File: src/source/gb_glue_pkg.sv
package gb_glue_pkg;

	//////////////////// Data widths

	typedef logic [15:0] host_word_t;
	typedef logic [7:0] dl_index_t;
	typedef logic [17:0] checksum_t;
	typedef logic signed [15:0] sample_t;
	typedef logic [23:0] colour_t;
	// First loaded colour sits in the top slot
	typedef colour_t [3:0] palette_t;
	typedef logic [31:0] lba_t;
	// Low LBA byte followed by the sector buffer address
	typedef logic [16:0] bk_addr_t;

	//////////////////// Host file indexes

	localparam dl_index_t idx_cart = 8'h01;
	localparam dl_index_t idx_cart_cgb = 8'h80;
	localparam dl_index_t idx_megaduck = 8'h81;
	localparam dl_index_t idx_palette = 8'h03;
	localparam dl_index_t idx_cgb_boot = 8'h04;
	localparam dl_index_t idx_dmg_boot = 8'h05;
	localparam dl_index_t idx_sgb_boot = 8'h06;

	// Boot ROM byte sums
	localparam checksum_t cs_mister_cgb0 = 18'h2CE10;
	localparam checksum_t cs_original_cgb = 18'h2F3EA;

	localparam palette_t palette_reset_value = 96'h828214517356305A5F1A3B49;

	// Last sector of a backup RAM transfer
	localparam lba_t sectors_full = 32'd511;
	localparam lba_t sectors_dupe = 32'd255;

	//////////////////// Grouped signals

	typedef struct packed {
		logic cart;
		logic megaduck;
		logic palette;
		logic cgb_boot;
		logic dmg_boot;
		logic sgb_boot;
	} dl_kind_t;

	typedef enum logic [1:0] {
		sel_gb1 = 2'd0,
		sel_gb2 = 2'd1,
		sel_mixed = 2'd2,
		sel_split = 2'd3
	} audio_sel_t;

	typedef enum logic {
		bk_idle = 1'b0,
		bk_busy = 1'b1
	} bk_state_t;

	typedef struct packed {
		logic autosave;
		logic dupe_save;
		logic rom_load_gb2;
		logic load_req;
		logic save_req;
	} menu_opts_t;

	typedef struct packed {
		sample_t left;
		sample_t right;
	} stereo_t;

	typedef struct packed {
		lba_t lba;
		logic rd;
		logic wr;
	} sd_req_t;

endpackage

File: src/source/download_decoder.sv
`timescale 1ns/10ps

module download_decoder (
	input logic clk_sys,
	input logic reset,
	input logic ioctl_download,
	input gb_glue_pkg::dl_index_t ioctl_index,
	output gb_glue_pkg::dl_kind_t kinds,
	output logic boot_start
);

	logic any_boot;
	logic any_boot_r;

	// Cart files match on the low six bits, the top two select the model
	assign kinds.cart = ioctl_download &&
		(ioctl_index[5:0] == gb_glue_pkg::idx_cart[5:0] ||
		ioctl_index == gb_glue_pkg::idx_cart_cgb);
	assign kinds.megaduck = ioctl_download && (ioctl_index == gb_glue_pkg::idx_megaduck);
	assign kinds.palette = ioctl_download && (ioctl_index == gb_glue_pkg::idx_palette);
	assign kinds.cgb_boot = ioctl_download && (ioctl_index == gb_glue_pkg::idx_cgb_boot);
	assign kinds.dmg_boot = ioctl_download && (ioctl_index == gb_glue_pkg::idx_dmg_boot);
	assign kinds.sgb_boot = ioctl_download && (ioctl_index == gb_glue_pkg::idx_sgb_boot);

	assign any_boot = kinds.cgb_boot | kinds.dmg_boot | kinds.sgb_boot;

	always_ff @(posedge clk_sys) begin
		if (reset) begin
			any_boot_r <= 1'b0;
		end else begin
			any_boot_r <= any_boot;
		end
	end

	// First cycle of a colour boot download
	assign boot_start = kinds.cgb_boot & ~any_boot_r;

endmodule

File: src/source/palette_store.sv
`timescale 1ns/10ps

module palette_store (
	input logic clk_sys,
	input logic reset,
	input gb_glue_pkg::dl_kind_t kinds,
	input logic ioctl_wr,
	input gb_glue_pkg::host_word_t ioctl_dout,
	output gb_glue_pkg::palette_t palette
);

	logic [95:0] pal_bits;

	assign pal_bits = palette;

	// Each word moves the store up one byte pair, low byte first
	always_ff @(posedge clk_sys) begin
		if (reset) begin
			palette <= gb_glue_pkg::palette_reset_value;
		end else if (kinds.palette && ioctl_wr) begin
			palette <= {pal_bits[79:0], ioctl_dout[7:0], ioctl_dout[15:8]};
		end
	end

endmodule

File: src/source/boot_rom_tracker.sv
`timescale 1ns/10ps

module boot_rom_tracker (
	input logic clk_sys,
	input logic reset,
	input gb_glue_pkg::dl_kind_t kinds,
	input logic boot_start,
	input logic ioctl_wr,
	input gb_glue_pkg::host_word_t ioctl_dout,
	output logic custom_cgb,
	output logic custom_dmg,
	output logic real_cgb_boot,
	output logic gba_available,
	output logic fast_boot_available
);

	gb_glue_pkg::checksum_t checksum;
	logic mister_cgb;

	//////////////////// Custom boot flags

	// Sticky until reset once any word of that kind arrives
	always_ff @(posedge clk_sys) begin
		if (reset) begin
			custom_cgb <= 1'b0;
			custom_dmg <= 1'b0;
		end else begin
			if (kinds.cgb_boot && ioctl_wr)
				custom_cgb <= 1'b1;
			if (kinds.dmg_boot && ioctl_wr)
				custom_dmg <= 1'b1;
		end
	end

	//////////////////// Colour boot ROM sum

	always_ff @(posedge clk_sys) begin
		if (reset) begin
			checksum <= '0;
		end else if (boot_start) begin
			checksum <= '0;
		end else if (kinds.cgb_boot && ioctl_wr) begin
			checksum <= checksum + gb_glue_pkg::checksum_t'(ioctl_dout[15:8]) +
				gb_glue_pkg::checksum_t'(ioctl_dout[7:0]);
		end
	end

	assign mister_cgb = (checksum == gb_glue_pkg::cs_mister_cgb0);
	assign real_cgb_boot = (checksum == gb_glue_pkg::cs_original_cgb);

	// GBA mode needs a boot ROM known to support it
	assign gba_available = ~custom_cgb | real_cgb_boot | mister_cgb;

	// Foreign boot ROMs for both models rule out fast boot
	assign fast_boot_available = ~(custom_cgb & custom_dmg & ~mister_cgb);

endmodule

File: src/source/audio_mixer.sv
`timescale 1ns/10ps

module audio_mixer (
	input logic clk_sys,
	input logic reset,
	input gb_glue_pkg::audio_sel_t audio_sel,
	input gb_glue_pkg::stereo_t core1_audio,
	input gb_glue_pkg::stereo_t core2_audio,
	output gb_glue_pkg::stereo_t audio_out
);

	gb_glue_pkg::sample_t c1_left_half;
	gb_glue_pkg::sample_t c1_right_half;
	gb_glue_pkg::sample_t c2_left_half;
	gb_glue_pkg::sample_t c2_right_half;

	// Halved samples keep the sums inside 16 bits
	assign c1_left_half = core1_audio.left >>> 1;
	assign c1_right_half = core1_audio.right >>> 1;
	assign c2_left_half = core2_audio.left >>> 1;
	assign c2_right_half = core2_audio.right >>> 1;

	always_ff @(posedge clk_sys) begin
		if (reset) begin
			audio_out <= '0;
		end else begin
			case (audio_sel)
				gb_glue_pkg::sel_gb1: audio_out <= core1_audio;
				gb_glue_pkg::sel_gb2: audio_out <= core2_audio;
				gb_glue_pkg::sel_mixed: begin
					audio_out.left <= c1_left_half + c2_left_half;
					audio_out.right <= c1_right_half + c2_right_half;
				end
				// Split puts core 1 in mono on the left, core 2 on the right
				gb_glue_pkg::sel_split: begin
					audio_out.left <= c1_left_half + c1_right_half;
					audio_out.right <= c2_left_half + c2_right_half;
				end
			endcase
		end
	end

endmodule

File: src/source/backup_ram_ctrl.sv
`timescale 1ns/10ps

module backup_ram_ctrl (
	input logic clk_sys,
	input logic reset,
	input gb_glue_pkg::dl_kind_t kinds,
	input gb_glue_pkg::menu_opts_t opts,
	input logic ioctl_download,
	input logic osd_open,
	input logic img_mounted,
	input logic img_readonly,
	input logic img_size_nonzero,
	input logic core1_has_save,
	input logic core2_has_save,
	input logic cram1_wr,
	input logic cram2_wr,
	input logic sd_ack,
	input logic [7:0] sd_buff_addr,
	input logic sd_buff_wr,
	input gb_glue_pkg::host_word_t bk_q1,
	input gb_glue_pkg::host_word_t bk_q2,
	output gb_glue_pkg::sd_req_t sd_req,
	output gb_glue_pkg::host_word_t sd_buff_din,
	output gb_glue_pkg::bk_addr_t bk_addr,
	output logic bk_wr1,
	output logic bk_wr2,
	output logic led_user,
	output logic core_hold
);

	gb_glue_pkg::bk_state_t bk_state;
	gb_glue_pkg::lba_t lba;
	logic sd_rd;
	logic sd_wr;
	logic bk_loading;

	logic old_cart_dl;
	logic cart_dl_rise;
	logic cart_dl_fall;
	logic bk_ena;
	logic new_load;
	logic sav_pending;
	logic sav_supported;

	logic bk_load;
	logic bk_save;
	logic old_load;
	logic old_save;
	logic old_ack;
	logic last_sector;

	//////////////////// Save enable and pending

	assign cart_dl_rise = ~old_cart_dl & kinds.cart;
	assign cart_dl_fall = old_cart_dl & ~kinds.cart;
	assign sav_supported = (core1_has_save | core2_has_save) & bk_ena;

	always_ff @(posedge clk_sys) begin
		if (reset) begin
			old_cart_dl <= 1'b0;
			bk_ena <= 1'b0;
			new_load <= 1'b0;
			sav_pending <= 1'b0;
		end else begin
			old_cart_dl <= kinds.cart;

			// The save image gets mounted while the cart is still loading
			if (cart_dl_rise)
				bk_ena <= 1'b0;
			if (kinds.cart && img_mounted && !img_readonly)
				bk_ena <= 1'b1;

			if (cart_dl_fall && sav_supported)
				new_load <= 1'b1;
			else if (bk_state == gb_glue_pkg::bk_busy)
				new_load <= 1'b0;

			if ((cram1_wr | cram2_wr) && !osd_open && sav_supported)
				sav_pending <= 1'b1;
			else if (bk_state == gb_glue_pkg::bk_busy)
				sav_pending <= 1'b0;
		end
	end

	//////////////////// Sector requests

	assign bk_load = opts.load_req | new_load;
	assign bk_save = opts.save_req | (sav_pending & osd_open & opts.autosave);

	// Dupe mode moves only the first cartridge's half
	assign last_sector = (lba == gb_glue_pkg::sectors_full) ||
		(opts.dupe_save && lba == gb_glue_pkg::sectors_dupe);

	always_ff @(posedge clk_sys) begin
		if (reset) begin
			old_load <= 1'b0;
			old_save <= 1'b0;
			old_ack <= 1'b0;
			bk_state <= gb_glue_pkg::bk_idle;
			bk_loading <= 1'b0;
			lba <= '0;
			sd_rd <= 1'b0;
			sd_wr <= 1'b0;
		end else begin
			old_load <= bk_load;
			old_save <= bk_save;
			old_ack <= sd_ack;

			// Host took the request
			if (~old_ack & sd_ack) begin
				sd_rd <= 1'b0;
				sd_wr <= 1'b0;
			end

			case (bk_state)
				gb_glue_pkg::bk_idle: begin
					if (bk_ena && ((~old_load & bk_load) || (~old_save & bk_save))) begin
						bk_state <= gb_glue_pkg::bk_busy;
						bk_loading <= bk_load;
						lba <= '0;
						sd_rd <= bk_load;
						sd_wr <= ~bk_load;
					end
					// Fresh cart with a save image loads it right away
					if (cart_dl_fall && img_size_nonzero && bk_ena) begin
						bk_state <= gb_glue_pkg::bk_busy;
						bk_loading <= 1'b1;
						lba <= '0;
						sd_rd <= 1'b1;
						sd_wr <= 1'b0;
					end
				end
				gb_glue_pkg::bk_busy: begin
					if (old_ack & ~sd_ack) begin
						if (last_sector) begin
							bk_state <= gb_glue_pkg::bk_idle;
							bk_loading <= 1'b0;
						end else begin
							lba <= lba + 32'd1;
							sd_rd <= bk_loading;
							sd_wr <= ~bk_loading;
						end
					end
				end
			endcase
		end
	end

	assign sd_req.lba = lba;
	assign sd_req.rd = sd_rd;
	assign sd_req.wr = sd_wr;

	//////////////////// Buffer routing

	// LBA bit 8 picks the cartridge and dupe mode writes both
	assign bk_addr = {1'b0, lba[7:0], sd_buff_addr};
	assign bk_wr1 = ~lba[8] & ~(opts.rom_load_gb2 & opts.dupe_save) & sd_buff_wr & sd_ack;
	assign bk_wr2 = (lba[8] | opts.dupe_save) & sd_buff_wr & sd_ack;
	assign sd_buff_din = lba[8] ? bk_q2 : bk_q1;

	assign led_user = ioctl_download | sav_pending;
	assign core_hold = bk_loading;

endmodule

File: src/source/gb_dual_glue.sv
`timescale 1ns/10ps

module gb_dual_glue (
	input logic clk_sys,
	input logic reset,

	// Host downloads and menu
	input logic ioctl_download,
	input gb_glue_pkg::dl_index_t ioctl_index,
	input logic ioctl_wr,
	input gb_glue_pkg::host_word_t ioctl_dout,
	input gb_glue_pkg::menu_opts_t opts,
	input gb_glue_pkg::audio_sel_t audio_sel,
	input logic osd_open,

	// Host save image and sector buffer
	input logic img_mounted,
	input logic img_readonly,
	input logic img_size_nonzero,
	input logic sd_ack,
	input logic [7:0] sd_buff_addr,
	input gb_glue_pkg::host_word_t sd_buff_dout,
	input logic sd_buff_wr,

	// Console side
	input gb_glue_pkg::stereo_t core1_audio,
	input gb_glue_pkg::stereo_t core2_audio,
	input logic core1_has_save,
	input logic core2_has_save,
	input logic cram1_wr,
	input logic cram2_wr,
	input gb_glue_pkg::host_word_t bk_q1,
	input gb_glue_pkg::host_word_t bk_q2,

	output gb_glue_pkg::palette_t palette,
	output logic custom_cgb,
	output logic custom_dmg,
	output logic real_cgb_boot,
	output logic gba_available,
	output logic fast_boot_available,
	output gb_glue_pkg::stereo_t audio_out,
	output gb_glue_pkg::sd_req_t sd_req,
	output gb_glue_pkg::host_word_t sd_buff_din,
	output gb_glue_pkg::bk_addr_t bk_addr,
	output gb_glue_pkg::host_word_t bk_data,
	output logic bk_wr1,
	output logic bk_wr2,
	output logic led_user,
	output logic core_hold
);

	gb_glue_pkg::dl_kind_t kinds;
	logic boot_start;

	// Sector data goes to both cartridges, the write strobes pick one
	assign bk_data = sd_buff_dout;

	download_decoder download_decoder_inst (
		.clk_sys(clk_sys),
		.reset(reset),
		.ioctl_download(ioctl_download),
		.ioctl_index(ioctl_index),
		.kinds(kinds),
		.boot_start(boot_start)
	);

	palette_store palette_store_inst (
		.clk_sys(clk_sys),
		.reset(reset),
		.kinds(kinds),
		.ioctl_wr(ioctl_wr),
		.ioctl_dout(ioctl_dout),
		.palette(palette)
	);

	boot_rom_tracker boot_rom_tracker_inst (
		.clk_sys(clk_sys),
		.reset(reset),
		.kinds(kinds),
		.boot_start(boot_start),
		.ioctl_wr(ioctl_wr),
		.ioctl_dout(ioctl_dout),
		.custom_cgb(custom_cgb),
		.custom_dmg(custom_dmg),
		.real_cgb_boot(real_cgb_boot),
		.gba_available(gba_available),
		.fast_boot_available(fast_boot_available)
	);

	audio_mixer audio_mixer_inst (
		.clk_sys(clk_sys),
		.reset(reset),
		.audio_sel(audio_sel),
		.core1_audio(core1_audio),
		.core2_audio(core2_audio),
		.audio_out(audio_out)
	);

	backup_ram_ctrl backup_ram_ctrl_inst (
		.clk_sys(clk_sys),
		.reset(reset),
		.kinds(kinds),
		.opts(opts),
		.ioctl_download(ioctl_download),
		.osd_open(osd_open),
		.img_mounted(img_mounted),
		.img_readonly(img_readonly),
		.img_size_nonzero(img_size_nonzero),
		.core1_has_save(core1_has_save),
		.core2_has_save(core2_has_save),
		.cram1_wr(cram1_wr),
		.cram2_wr(cram2_wr),
		.sd_ack(sd_ack),
		.sd_buff_addr(sd_buff_addr),
		.sd_buff_wr(sd_buff_wr),
		.bk_q1(bk_q1),
		.bk_q2(bk_q2),
		.sd_req(sd_req),
		.sd_buff_din(sd_buff_din),
		.bk_addr(bk_addr),
		.bk_wr1(bk_wr1),
		.bk_wr2(bk_wr2),
		.led_user(led_user),
		.core_hold(core_hold)
	);

endmodule

File: config.mk
export PLATFORM = sky130hd
export DESIGN_NAME = gb_dual_glue
export DESIGN_NICKNAME = d
export VERILOG_FILES = /design/src/source/gb_glue_pkg.sv /design/src/source/download_decoder.sv /design/src/source/palette_store.sv /design/src/source/boot_rom_tracker.sv /design/src/source/audio_mixer.sv /design/src/source/backup_ram_ctrl.sv /design/src/source/gb_dual_glue.sv
export SDC_FILE = /design/constraint.sdc
export NUM_CORES = 1
export LEC_CHECK = 0
export BUFFER_PORTS_ARGS = -buffer_cell sky130_fd_sc_hd__buf_4
export CORE_MARGIN = 2
export CORE_UTILIZATION = 47
export DETAILED_ROUTE_END_ITERATION = 6
export GPL_TIMING_DRIVEN = 0
export PLACE_DENSITY = 0.81
export REMOVE_ABC_BUFFERS = 1
export SLEW_MARGIN = 20
export SYNTH_ARGS = -nofsm -noshare
export SYNTH_HDL_FRONTEND = slang
export SYNTH_HIERARCHICAL = 1
export SYNTH_SLANG_ARGS = --single-unit
File: constraint.sdc
create_clock -name clk_sys -period 2.7 [get_ports clk_sys]
set_clock_uncertainty 0.15 [all_clocks]
set_input_delay 0 -clock clk_sys [delete_from_list [all_inputs] [get_ports clk_sys]]
set_output_delay 0 -clock clk_sys [all_outputs]
set_load 0.05 [all_outputs]
Word-level counts from Yosys, hierarchy flattened
Index checks and enable logic that the tools add are counted.
- bits in registers: 192
- input bits: 165
- output and inout port bits: 220
- word-level logic and storage cells: 152
- add/subtract/negate cells: 7
- equality and inequality tests: 17
- mux-type cells: 34
- bitwise gates (word level): 43
- reduce and logical (&&, ||, !) cells: 29
- operator list (cell ; number):
    32-bit 2-to-1 mux ; 4
    32-bit one-hot mux with 4 select lines ; 1
    15-bit by 15-bit adder with 16-bit output ; 4
    32-bit one-hot mux with 2 select lines ; 1
    18-bit by 8-bit adder with 18-bit output ; 2
    18-bit equality test (second input constant) ; 2
    32-bit by 1-bit adder with 32-bit output (second input constant) ; 1
    32-bit by 8-bit equality test with 1-bit output (second input constant) ; 1
    32-bit by 9-bit equality test with 1-bit output (second input constant) ; 1
    8-bit by 3-bit equality test with 1-bit output (second input constant) ; 3
    1-bit 2-to-1 mux ; 23
    1-bit AND ; 18
    1-bit logical AND ; 17
    16-bit 2-to-1 mux ; 1
    1-bit inverter ; 15
    1-bit OR ; 10
    8-bit by 2-bit equality test with 1-bit output (second input constant) ; 1
    8-bit equality test (second input constant) ; 1
    1-bit one-hot mux with 2 select lines ; 4
    6-bit by 1-bit equality test with 1-bit output (second input constant) ; 1
    2-bit inequality test (second input constant) ; 3
    3-bit AND reduction ; 2
    2-bit nonzero test ; 3
    2-bit equality test (second input constant) ; 2
    6 further kinds ; 9

Longest topological paths before layout
- word-level depth: 9
- gate-level depth with buffers: 12
- gate-level depth less buffers: 10

By module
Netlist, hierarchy kept.
- by module, submodules not included (module ; instances ; cells an instance ; area an instance (µm²) ; seq. area each (µm²)):
    palette_store ; 1 ; 358 ; 3752.3 ; 1921.8
    audio_mixer ; 1 ; 417 ; 3460.8 ; 640.6
    backup_ram_ctrl ; 1 ; 333 ; 2802.7 ; 860.8
    boot_rom_tracker ; 1 ; 152 ; 1418.9 ; 400.4
    download_decoder ; 1 ; 19 ; 141.4 ; 20.0
    gb_dual_glue ; 1 ; 16 ; 120.1 ; 0.0

Worst setup path before layout
OpenSTA, ideal clock, no wires.
- kind: register -> register
- start: register backup_ram_ctrl_inst.lba[0]
- end: register backup_ram_ctrl_inst.lba[26]
- setup time: 0.160 ns
- arrival time: 2.484 ns
- required time: 2.390 ns
- setup slack: -0.094 ns
- cell stages (with the launch flop): 10
- buffers on the path: 3
- period minus slack after synthesis: 2.794 ns
- cell sequence: dfxtp_1 -> ha_1 -> nand4_1 -> or3_1 -> clkbuf_1 -> o31a_1 -> buf_2 -> buf_2 -> a31oi_1 -> a311oi_2
- cells in the longest elaborated chain, start to end: 5
- elaborated cells between the ends (all ways): 10
- those cells by class: 1 x add/sub; 3 x eq/ne; 3 x mux; 3 x reduce/logical
- ends and longest elaborated chain (what ; line ; RTL):
    start: declaration ; backup_ram_ctrl.sv:32 ; gb_glue_pkg::lba_t lba;
    start signal: assignment ; backup_ram_ctrl.sv:139 ; lba <= lba + 32'd1;
    branches (longest 5 deep; another with 32-bit by 1-bit adder with 32-bit output) ; n/a ;
Several ways; the timed one is not identified. The select of a mux whose other input is x is not followed.
A chain may end at the register's enable or synchronous reset.

Worst setup path in the final report
- start: register boot_rom_tracker_inst.checksum[1]
- end: register boot_rom_tracker_inst.checksum[9]
- cells in the longest elaborated chain, start to end: 2
- ends and longest elaborated chain (what ; line ; RTL):
    start: declaration ; boot_rom_tracker.sv:17 ; gb_glue_pkg::checksum_t checksum;
    start signal: assignment ; boot_rom_tracker.sv:43 ; checksum <= checksum + gb_glue_pkg::checksum_t'(ioctl_dout[15:8]) +
    18-bit by 8-bit adder with 18-bit output (2 in series) ; boot_rom_tracker.sv:43 ;
No other way between the ends.

==> impl_results.md <==
* Avg Inst Size Synth at 9.033 um^2
* Core box area at 0.02432 mm^2
* IO Count at 385
* Sequential Power Share at 0.390
* Max cap viols at 0
* Die W at 161.6 um
* Worst Setup End Kind: register
* Worst EP required at 2.92 ns
* Relative slew slack at 0.3825
* Antenna viol nets, final at 0
* Power Internal at just under 0.005 W
* Initial antenna violation count at 0
* Levels on crit path at 8
* Fmax at roughly 370 MHz
* Root Buffer Master: clkbuf_16
* Vias/cell at 5.957
* Starting Density at 0.4799
* Routed WL at 40,360 um
* Min Tclk post-route at 2.686 ns
* Sink Count at 192
* Post-DP HPWL at 27,240 um
* Max rail drop VDD at 0.3283 mV
* Combinational share of power at 0.240
* H-tree levels at 4
* R2R depth at 8
* Row count at 57
* Iter 0 DRT Violations at 858
* DR vias at approximately 12,000
* Clock power frac at 0.370
* Power density over the cells at 459.9 mW/mm^2
* Fin util at 0.6679
* Status: finished, final reports clean
* Ys Warns at 6
* Routed len/inst at 20.03 um
* Gr usage total at 0.2944
* Crit-path cells: fa_1 -> ha_2 -> fa_2 -> a211oi_2 -> o21a_2 -> buf_4 -> or4b_1 -> nand3_1
* Worst Path Max Fanout at 6
* Placer Congestion at 0.8930
* Port bufs at 335
* DRC viols at 0
* Switching power at 0.002500 W
* Vias in the first global route at between 10,000 and 15,000
* CTS tree: done
* Post-synth design cell area at 0.01167 mm^2
* Area Overhead vs Synth at 39.17%
* Sw Ratio at 0.3347
* Critical path buffers and inverters at 1
* Largest net degree at the start of global routing at 109
* Overflow after GRT at 0
* Setup violations, final at 0
* Clock Latency Late Sink at 0.44 ns
* Max-slew violation count at 0
* Syn Inst Count at 1,292
* First-pass detailed-route iteration total at 5
* Die Y at 161.6 um
* Tcrit/Tclk final at 0.9947
* Share of layout cells above drive strength 1 at 0.2998
* WHS Path Cells at 3
* Overall power at 0.007470 W
* HP Class: in -> reg
* Clk slew on worst S/H paths at 0.08 ns
* R2R Setup Slk at 0.01 ns
* Critical path's top delay family: adder cells
* CTS Buffer Depth at 2
* ANT cells at 0
* P_leak at 6.905 nW
* Critical Path AT at 2.90 ns
* Slew of the pin with the lowest slew margin at 0.9253 ns
* Die footprint at 0.02611 mm^2
* Startpoint Class: register
* Critical path class: reg -> reg
* Critical Path Slowest Stage Cell: or4b_1
* First-pass GRT wire length at between 60,000 and 70,000 um
* CTS Buf Count at 17
* Crit path largest cell delay at between 0.5 and 0.6 ns
* Final net count at roughly 1,900
* Hold Fails Final Rpt at 0
* # fillers at 1,873
-- metal layers --
layer	GRT usage	up-vias	part of all wire
li1	-	5568	-
met2	0.5045	556	0.48
met4	0.1453	0	0.052
met3	0.05804	141	0.072
met5	0	-	0
met1	0.3523	5738	0.39
-- metrics by stage --
step / std cells / setup slack [ns] / TNS (ns) / instance area (um^2) / hold WS [ns]
detailed placement: 1836 / -0.9957 / -58.33 / 13990 / -0.1495
global route: 2015 / -0.05337 / -0.05550 / 16240 / 0.001928
floorplan: 1170 / -3.910 / -325.24 / 10970 / -0.1500
CTS: 2005 / -0.009852 / -0.009852 / 16060 / 0.006809
global placement: 1829 / -7.454 / -656.22 / 13890 / -0.1495
finish: 2015 / 0.01426 / 0 / 16240 / 0.01430
-- placed cells by master (no fill, tap or decap), types with 11 or more instances in the layout --
cell type	n
nor2_1	65
and4_1	11
ha_1	41
nand3_1	46
and3_1	42
nor2b_1	12
a21bo_2	16
o21ai_0	17
clkbuf_16	17
a211o_1	35
inv_1	23
a21o_1	22
a211oi_1	33
a31oi_1	12
nor4_1	13
o21ai_1	23
a311oi_1	11
nand2b_1	53
mux2i_1	65
nand4_1	19
dlygate4sd3_1	135
buf_4	347
a21oi_1	77
nor3_1	18
dfxtp_1	185
mux2_2	46
nand2_1	74
nand4b_1	14
xnor2_1	16
-- power groups by stage --
stage               Combinational, W  Sequential [W]  Clock, W
CTS                          0.00172         0.00291   0.00282
detailed placement           0.00146         0.00298         0
global placement             0.00144         0.00297         0
finish                       0.00179         0.00291   0.00277
floorplan                   0.000700         0.00317         0
global route                 0.00191         0.00292   0.00293
-- layout make-up --
| type | count | area, um^2 | share of cell area |
|---|---|---|---|
| well taps | 324 | 405.4 | 0.02496 |
| flip-flops and latches | 192 | 3855 | 0.2373 |
| clock buffers | 17 | 425.4 | 0.02619 |
| multi-input cells | 956 | 7191 | 0.4427 |
| clock inverters | 15 | 224.0 | 0.01379 |
| repair buffers | 488 | 4056 | 0.2497 |
| inverters | 23 | 86.33 | 0.005315 |
-- worst min-delay path, stage by stage --
cell      delay [ns]
buf_8           0.15
a211oi_1        0.25
a211oi_1        0.12
-- path summary, 6_finish.rpt --
| kind | from | endpoint |
|---|---|---|
| worst max-delay path | boot_rom_tracker_inst/checksum[1] | boot_rom_tracker_inst/checksum[9] |
| worst min-delay path | audio_sel[1] | audio_mixer_inst/audio_out[21] |
| worst max register to register | boot_rom_tracker_inst/checksum[1] | boot_rom_tracker_inst/checksum[9] |
| worst min register to register | palette_store_inst/palette[91] | palette_store_inst/palette[91] |
-- repair_timing --
item | 4_1_cts | 5_1_grt
hold buffers | 133 | 3
hold endpoints to repair | 112 | 10
pin swaps | 3 | 13
gates resized for setup | 13 | 26
buffers inserted | 3 | 8
endpoints found under the setup margin | 61 | 94
gates cloned | 1 | 0
-- state kept, by name, summed over array words and instances, names as in the netlist, 18 cells and up --
register                        count
backup_ram_ctrl_inst/lba           32
palette_store_inst/palette         96
audio_mixer_inst/audio_out         32
boot_rom_tracker_inst/checksum     18
(Power assumes the default switching activity.)
